--- config.mk ---
export PLATFORM = sky130hd
export DESIGN_NAME = raster_top
export DESIGN_NICKNAME = d
export VERILOG_FILES = /design/src/scene_pkg.sv /design/src/inst_decoder.sv /design/src/scene_executor.sv /design/src/ray_controller.sv /design/src/pixel_writer.sv /design/src/raster_top.sv
export VERILOG_INCLUDE_DIRS = /design/src /design/src/include
export SDC_FILE = /design/constraint.sdc
export NUM_CORES = 2
export LEC_CHECK = 0
export BUFFER_PORTS_ARGS = -buffer_cell sky130_fd_sc_hd__buf_2
export CAP_MARGIN = 25
export CORE_MARGIN = 1.5
export CORE_UTILIZATION = 30
export CTS_CLUSTER_DIAMETER = 150
export DETAILED_ROUTE_END_ITERATION = 7
export GPL_ROUTABILITY_DRIVEN = 0
export HOLD_SLACK_MARGIN = 0.1
export PLACE_DENSITY_LB_ADDON = 0.3
export SETUP_SLACK_MARGIN = 0.3
export SYNTH_ARGS = -nofsm -noshare
export SYNTH_HDL_FRONTEND = slang
export SYNTH_SLANG_ARGS = --single-unit
--- constraint.sdc ---
create_clock -name sys_clk -period 5.45 [get_ports sys_clk]
set_input_delay 0 -clock sys_clk [delete_from_list [all_inputs] [get_ports sys_clk]]
set_output_delay 0 -clock sys_clk [all_outputs]
set_load 0.005 [all_outputs]
--- src/include/scene_config.svh ---
`ifndef SCENE_CONFIG_SVH
`define SCENE_CONFIG_SVH

// frame geometry in pixels
`define FRAME_WIDTH 16
`define FRAME_HEIGHT 12

// entries in the shape table
`define NUM_SHAPES 4

`define COORD_BITS 4   // one screen coordinate
`define COLOR_BITS 12  // 4 bits each of r, g, b

// frame buffer is 256 deep, one frame uses 192 words
`define FB_ADDR_BITS 8

`endif

--- src/scene_pkg.sv ---
`default_nettype none
`include "scene_config.svh"

package scene_pkg;

  // host opcodes, anything not listed is illegal
  typedef enum logic [3:0] {
    OP_NOP         = 4'd0,
    OP_SET_BG      = 4'd1,
    OP_SET_SHAPE   = 4'd2,
    OP_CLEAR_SHAPE = 4'd3,
    OP_RENDER      = 4'd4
  } scene_op_e;

  // 40 bit word as sent by the host
  typedef struct packed {
    logic [3:0]             opcode;  // raw code, may be illegal
    logic [1:0]             shape_idx;
    logic [`COORD_BITS-1:0] x0;
    logic [`COORD_BITS-1:0] y0;
    logic [`COORD_BITS-1:0] x1;
    logic [`COORD_BITS-1:0] y1;
    logic [`COLOR_BITS-1:0] color;
    logic [5:0]             pad;
  } scene_inst_t;

  // one rectangle, bounds are inclusive
  typedef struct packed {
    logic                   en;
    logic [`COORD_BITS-1:0] x0;
    logic [`COORD_BITS-1:0] y0;
    logic [`COORD_BITS-1:0] x1;
    logic [`COORD_BITS-1:0] y1;
    logic [`COLOR_BITS-1:0] color;
  } shape_t;

  typedef struct packed {
    scene_op_e  op;
    logic [1:0] idx;
    shape_t     shape;
  } decoded_inst_t;

  typedef struct packed {
    logic [`COORD_BITS-1:0] x;
    logic [`COORD_BITS-1:0] y;
    logic [`COLOR_BITS-1:0] color;
  } pixel_t;

  typedef enum logic [1:0] {
    RS_IDLE,
    RS_TEST,  // one shape per cycle
    RS_EMIT
  } ray_state_e;

endpackage

`default_nettype wire

--- src/inst_decoder.sv ---
`default_nettype none
`include "scene_config.svh"

module inst_decoder import scene_pkg::*; (
  input  wire           sys_clk,
  input  wire           sys_rst,
  input  wire           inst_valid,
  input  wire  scene_inst_t inst,
  output logic          dec_valid,
  output decoded_inst_t dec_inst,
  output logic          inst_error
);

  logic op_legal;
  logic op_nop;

  always_comb begin
    case (inst.opcode)
      OP_NOP, OP_SET_BG, OP_SET_SHAPE, OP_CLEAR_SHAPE, OP_RENDER: op_legal = 1'b1;
      default: op_legal = 1'b0;
    endcase
  end

  assign op_nop = inst.opcode == OP_NOP;

  // strobes, nop is legal but produces nothing downstream
  always_ff @(posedge sys_clk) begin
    if (sys_rst) begin
      dec_valid  <= 1'b0;
      inst_error <= 1'b0;
    end else begin
      dec_valid  <= inst_valid && op_legal && !op_nop;
      inst_error <= inst_valid && !op_legal;
    end
  end

  // field split, only meaningful when dec_valid is high
  always_ff @(posedge sys_clk) begin
    if (inst_valid) begin
      dec_inst.op          <= scene_op_e'(inst.opcode);
      dec_inst.idx         <= inst.shape_idx;
      dec_inst.shape.en    <= inst.opcode == OP_SET_SHAPE;  // clear writes a disabled entry
      dec_inst.shape.x0    <= inst.x0;
      dec_inst.shape.y0    <= inst.y0;
      dec_inst.shape.x1    <= inst.x1;
      dec_inst.shape.y1    <= inst.y1;
      dec_inst.shape.color <= inst.color;
    end
  end

  a_valid_or_error: assert property (@(posedge sys_clk) disable iff (sys_rst)
    !(dec_valid && inst_error));

endmodule

`default_nettype wire

--- src/scene_executor.sv ---
`default_nettype none
`include "scene_config.svh"

module scene_executor import scene_pkg::*; (
  input  wire                           sys_clk,
  input  wire                           sys_rst,
  input  wire                           dec_valid,
  input  wire  decoded_inst_t           dec_inst,
  input  wire                           frame_done,
  output shape_t [`NUM_SHAPES-1:0]      shapes,
  output logic [`COLOR_BITS-1:0]        bg_color,
  output logic                          render_start,
  output logic                          busy
);

  // table and background start cleared so an empty scene renders black
  always_ff @(posedge sys_clk) begin
    if (sys_rst) begin
      shapes       <= '0;
      bg_color     <= '0;
      render_start <= 1'b0;
      busy         <= 1'b0;
    end else begin
      render_start <= 1'b0;
      if (frame_done) begin
        busy <= 1'b0;  // falls the cycle after the last write
      end
      if (dec_valid) begin
        case (dec_inst.op)
          OP_SET_BG: bg_color <= dec_inst.shape.color;
          OP_SET_SHAPE, OP_CLEAR_SHAPE: shapes[dec_inst.idx] <= dec_inst.shape;
          OP_RENDER: begin
            render_start <= 1'b1;
            busy         <= 1'b1;
          end
          default: ;
        endcase
      end
    end
  end

  // host must wait for busy to drop before sending more work
  a_no_inst_while_busy: assert property (@(posedge sys_clk) disable iff (sys_rst)
    !(dec_valid && busy));

  // the writer only finishes frames this stage started
  a_done_only_when_busy: assert property (@(posedge sys_clk) disable iff (sys_rst)
    frame_done |-> busy);

endmodule

`default_nettype wire

--- src/ray_controller.sv ---
`default_nettype none
`include "scene_config.svh"

module ray_controller import scene_pkg::*; (
  input  wire                           sys_clk,
  input  wire                           sys_rst,
  input  wire                           render_start,
  input  wire  shape_t [`NUM_SHAPES-1:0] shapes,
  input  wire  [`COLOR_BITS-1:0]        bg_color,
  output logic                          pix_valid,
  output pixel_t                        pix
);

  localparam int unsigned SHAPE_BITS = $clog2(`NUM_SHAPES);

  ray_state_e             state;
  logic [`COORD_BITS-1:0] x_cnt;
  logic [`COORD_BITS-1:0] y_cnt;
  logic [SHAPE_BITS-1:0]  shape_cnt;
  logic                   hit;    // an earlier shape already owns this pixel
  logic [`COLOR_BITS-1:0] color;
  shape_t                 cur;
  logic                   covers;
  logic                   last_shape;
  logic                   last_x;
  logic                   last_y;

  assign cur    = shapes[shape_cnt];
  assign covers = cur.en && (x_cnt >= cur.x0) && (x_cnt <= cur.x1)
                  && (y_cnt >= cur.y0) && (y_cnt <= cur.y1);

  assign last_shape = shape_cnt == SHAPE_BITS'(`NUM_SHAPES - 1);
  assign last_x     = x_cnt == `COORD_BITS'(`FRAME_WIDTH - 1);
  assign last_y     = y_cnt == `COORD_BITS'(`FRAME_HEIGHT - 1);

  always_ff @(posedge sys_clk) begin
    if (sys_rst) begin
      state     <= RS_IDLE;
      x_cnt     <= '0;
      y_cnt     <= '0;
      shape_cnt <= '0;
      hit       <= 1'b0;
    end else begin
      case (state)
        RS_IDLE: begin
          if (render_start) begin
            state     <= RS_TEST;
            x_cnt     <= '0;
            y_cnt     <= '0;
            shape_cnt <= '0;
            hit       <= 1'b0;
          end
        end
        RS_TEST: begin
          shape_cnt <= shape_cnt + 1'b1;
          if (covers) hit <= 1'b1;
          if (last_shape) state <= RS_EMIT;
        end
        RS_EMIT: begin
          shape_cnt <= '0;
          hit       <= 1'b0;
          if (last_x) begin
            x_cnt <= '0;
            y_cnt <= y_cnt + 1'b1;
          end else begin
            x_cnt <= x_cnt + 1'b1;
          end
          state <= (last_x && last_y) ? RS_IDLE : RS_TEST;  // frame complete
        end
        default: state <= RS_IDLE;
      endcase
    end
  end

  // lowest index wins, shape 0 also loads the background on a miss
  always_ff @(posedge sys_clk) begin
    if (state == RS_TEST) begin
      if (shape_cnt == '0) begin
        color <= covers ? cur.color : bg_color;
      end else if (covers && !hit) begin
        color <= cur.color;
      end
    end
  end

  assign pix_valid = state == RS_EMIT;
  assign pix       = '{x: x_cnt, y: y_cnt, color: color};

  a_start_when_idle: assert property (@(posedge sys_clk) disable iff (sys_rst)
    render_start |-> state == RS_IDLE);

endmodule

`default_nettype wire

--- src/pixel_writer.sv ---
`default_nettype none
`include "scene_config.svh"

module pixel_writer import scene_pkg::*; (
  input  wire                       sys_clk,
  input  wire                       sys_rst,
  input  wire                       pix_valid,
  input  wire  pixel_t              pix,
  input  wire  [`FB_ADDR_BITS-1:0]  rd_addr,
  output logic [`COLOR_BITS-1:0]    rd_data,
  output logic                      frame_done
);

  localparam int unsigned FRAME_PIXELS = `FRAME_WIDTH * `FRAME_HEIGHT;

  logic [`COLOR_BITS-1:0]   fb [2**`FB_ADDR_BITS];
  logic [`FB_ADDR_BITS-1:0] wr_addr;
  logic [`FB_ADDR_BITS-1:0] wr_count;  // pixels written this frame
  logic                     last_pix;

  assign wr_addr  = `FB_ADDR_BITS'(pix.y * `FRAME_WIDTH + pix.x);
  assign last_pix = wr_count == `FB_ADDR_BITS'(FRAME_PIXELS - 1);

  always_ff @(posedge sys_clk) begin
    if (pix_valid) begin
      fb[wr_addr] <= pix.color;
    end
    rd_data <= fb[rd_addr];  // one cycle read latency
  end

  always_ff @(posedge sys_clk) begin
    if (sys_rst) begin
      wr_count   <= '0;
      frame_done <= 1'b0;
    end else begin
      frame_done <= pix_valid && last_pix;
      if (pix_valid) begin
        wr_count <= last_pix ? '0 : wr_count + 1'b1;
      end
    end
  end

  // controller walks in raster order, so the address tracks the count
  a_raster_order: assert property (@(posedge sys_clk) disable iff (sys_rst)
    pix_valid |-> wr_addr == wr_count);

endmodule

`default_nettype wire

--- src/raster_top.sv ---
`default_nettype none
`include "scene_config.svh"

module raster_top import scene_pkg::*; (
  input  wire                       sys_clk,
  input  wire                       sys_rst,
  input  wire                       inst_valid,
  input  wire  scene_inst_t         inst,
  input  wire  [`FB_ADDR_BITS-1:0]  rd_addr,
  output logic                      busy,
  output logic                      inst_error,
  output logic                      pix_valid,
  output pixel_t                    pix,
  output logic                      frame_done,
  output logic [`COLOR_BITS-1:0]    rd_data
);

  logic                         dec_valid;
  decoded_inst_t                dec_inst;
  shape_t [`NUM_SHAPES-1:0]     shapes;
  logic [`COLOR_BITS-1:0]       bg_color;
  logic                         render_start;

  inst_decoder u_decoder (
    .sys_clk    (sys_clk),
    .sys_rst    (sys_rst),
    .inst_valid (inst_valid),
    .inst       (inst),
    .dec_valid  (dec_valid),
    .dec_inst   (dec_inst),
    .inst_error (inst_error)
  );

  scene_executor u_executor (
    .sys_clk      (sys_clk),
    .sys_rst      (sys_rst),
    .dec_valid    (dec_valid),
    .dec_inst     (dec_inst),
    .frame_done   (frame_done),
    .shapes       (shapes),
    .bg_color     (bg_color),
    .render_start (render_start),
    .busy         (busy)
  );

  ray_controller u_ray (
    .sys_clk      (sys_clk),
    .sys_rst      (sys_rst),
    .render_start (render_start),
    .shapes       (shapes),
    .bg_color     (bg_color),
    .pix_valid    (pix_valid),
    .pix          (pix)
  );

  // result stage, also closes the busy loop through frame_done
  pixel_writer u_writer (
    .sys_clk    (sys_clk),
    .sys_rst    (sys_rst),
    .pix_valid  (pix_valid),
    .pix        (pix),
    .rd_addr    (rd_addr),
    .rd_data    (rd_data),
    .frame_done (frame_done)
  );

endmodule

`default_nettype wire

==> results.sh <==
export IMPL_synth_edf_count=3119
export IMPL_yosysWarnings=0
export IMPL_grt_overflow=0
export IMPL_die_h_um=655.9
export IMPL_period_minus_slack_ns=3.745
export IMPL_cap_violations=0
export IMPL_cts_tree="yes"
export IMPL_nets=7123
export IMPL_fp_dieW_um=655.9
export IMPL_ctsResizeCount=0
export IMPL_post_dp_hpwl_um=205500
export IMPL_wl_per_cell_um=26.29
export IMPL_max_slew_margin_pct=7.178
export IMPL_setup_tns_final_ns=0
export IMPL_cp_arrival_ns=4.34
export IMPL_cp_end_kind="flip-flop"
export IMPL_layout_commonest_cell="edfxtp_1"
export IMPL_pre_cts_ws_ns=1.546
export IMPL_synth_top_flop_cell="edfxtp_1"
export IMPL_dr_total_vias=64843
export IMPL_synth_net_count=6543
export IMPL_start_util_pct=30.16
export IMPL_path_max_fanout=11
export IMPL_setup_ws_ns=1.705
export IMPL_clkLatencyLatePin_ns=0.95
export IMPL_numCtsBuffers=350
export IMPL_rows=239
export IMPL_synth_cells=6465
export IMPL_drive_gt1_share_pct=23.43
export IMPL_netlist_area_um2=127900
export IMPL_synth_top_area_cell="edfxtp_1"
export IMPL_syn_avg_cell_area_um2=19.78
export IMPL_setup_violations=0
export IMPL_hold_path_class="primary input to flip-flop"
export IMPL_dr_first_iter_drc_count=6633
export IMPL_final_cells=13001
export IMPL_antenna_left=0
export IMPL_antenna_found_initial=12
export IMPL_cts_sinks=3285
export IMPL_firstDrtPassIters=6
export IMPL_ys_seq_elements=3285
export IMPL_rsz0062_at_grt="false"
export IMPL_r2r_setup_slack_ns=1.70
export IMPL_port_buffers=80
export IMPL_drc_errors=0
export IMPL_finalCritPeriodShare_pct=68.72
export IMPL_dp_cells=12274
export IMPL_ys_types=63
export IMPL_synth_top_area_share_pct=73.24
export IMPL_finalMaxSlewViolations=0
export IMPL_whs_ns=0.1857
export IMPL_finClkSkew_ns=0.08118
export IMPL_required_ns=6.05
export IMPL_critPathLaunchType="flip-flop"
export IMPL_viasPerCell=4.988
export IMPL_root_buffer="clkbuf_16"
export IMPL_final_hold_violation_count=0
export IMPL_cts_max_level=5
export IMPL_syn_to_final_growth_pct=16.74
export IMPL_wirelength_um=341700
export IMPL_core_area_um2=424000
export IMPL_power_per_cell_area_nw_per_um2=355.6
export IMPL_p_leak_nw=47.66
export IMPL_crit_type="flip-flop to flip-flop"
export IMPL_grt_pass1_wl_um=485900
export IMPL_first_global_vias=65900
export IMPL_fmax_ghz=0.2670
export IMPL_clockBufferDepth=4
export IMPL_num_io_pins=87
export IMPL_ys_seq_area_share_pct=75.84
export IMPL_synth_area_top_cells="edfxtp_1 73%, mux4_2 11%, mux2i_1 3.9%, dfxtp_1 2.6%, o221ai_1 1.2%"
export IMPL_grt_usage_pct=15.41
export IMPL_clk_pin_slew_ns=0.06
export IMPL_worst_slew_pin_slew_ns=1.392
export IMPL_die_area_um2=430200
export IMPL_ir_drop_mv=0.2368
export IMPL_status="finished clean"
export IMPL_async_flop_share_pct=0
export IMPL_grt_max_degree=205
export IMPL_final_cell_mix="3,119 x edfxtp_1, 616 x mux4_2, 502 x mux2i_1, 395 x buf_4, 362 x nand2_1"
logic make-up (layout without fill, tap and decap cells):
group                      count (synthesis)  in the layout  share of synthesized area (%)
AOI/OAI and AO/OA                        738            738                          4.003
xor gates and xnor gates                   6              6                        0.04109
adders and majority gates                 27             27                         0.2642
buffers and inverters                    417           1286                          2.034
DFF                                     3285           3285                          75.84
muxes                                   1148           1148                          15.04
other                                      0              4                              0
and+or+nand+nor                          844            844                          2.779
cell type report:
| type | count | area (um2) |
|---|---|---|
| Tap cell | 5663 | 7086 |
| Timing Repair Buffer | 620 | 5271 |
| Multi-Input combinational cell | 2763 | 28390 |
| Clock inverter | 224 | 2313 |
| Fill cell | 39516 | 274700 |
| Clock buffer | 417 | 9135 |
| Sequential cell | 3285 | 96980 |
| Antenna cell | 4 | 10.01 |
| Inverter | 25 | 95.09 |
report_power, final:
group / leakage, nW / switching (mW) / internal [mW]
logic: 12.7 / 1.22 / 0.844
clock network: 5.56 / 9.95 / 13.7
registers: 29.4 / 0.0768 / 27.3
metrics by stage:
step                      utilization [%]  instance area (um2)  power (mW)
after floorplan                         -               127900       29.12
after global routing                35.20               149300       54.56
after CTS                           35.19               149200       53.58
after global placement              32.24               136700       29.91
after detailed placement            32.31               137000       29.92
final                               35.21               149300       53.08
timing repair:
item,in CTS,in global routing
buffers inserted,0,0
endpoints found under the hold margin,187,0
hold buffers,75,0
Yosys cell counts, drive strengths merged, types with 17 or more instances:
cell    count
edfxtp   3119
mux4      616
mux2i     502
nand2     377
nor2      321
buf       227
a21oi     215
o221ai    181
dfxtp     166
clkbuf    165
a211oi    112
o22ai     101
o21ai      32
a22o       31
mux2       30
nor2b      28
ha         27
inv        24
and2       23
a22oi      17
registers in the layout, indices dropped and copies added (netlist names), 4 cells and up:
register / count
u_writer.fb: 3072
u_ray.x_cnt: 4
u_ray.color: 12
u_executor.shapes: 116
u_executor.bg_color: 12
u_decoder.dec_inst: 35
u_writer.rd_data: 12
u_ray.y_cnt: 4
u_writer.wr_count: 8
worst paths after layout:
kind,depth (start not counted),from,end
setup / recovery,6,u_ray.state[1]$_SDFFE_PP0P_,u_writer.fb[5][10]$_DFFE_PP_
hold / removal,4,rd_addr[5],u_writer.rd_data[10]$_DFF_P_
setup reg to reg,6,u_ray.state[1]$_SDFFE_PP0P_,u_writer.fb[5][10]$_DFFE_PP_
hold reg to reg,2,u_executor.shapes[86]$_SDFFE_PP0P_,u_executor.shapes[86]$_SDFFE_PP0P_
worst max-delay path, cell delays in order (launching register included):
cell	delay (ns)
dfxtp_1	0.52
nand2b_1	0.30
nor3b_1	0.66
nand2_2	0.73
buf_4	0.47
nor2_1	0.48
buf_4	0.29
per-layer routing:
metal | GRT usage [%] | part of all wire [%] | vias to the layer above
li1 | - | - | 27763
met1 | 21.17 | 44 | 34696
met2 | 25.85 | 49 | 1981
met3 | 2.162 | 5.2 | 403
met4 | 3.616 | 2.3 | 0
met5 | 0 | 0 | -
No activity file was read; power rests on OpenSTA's default activity.
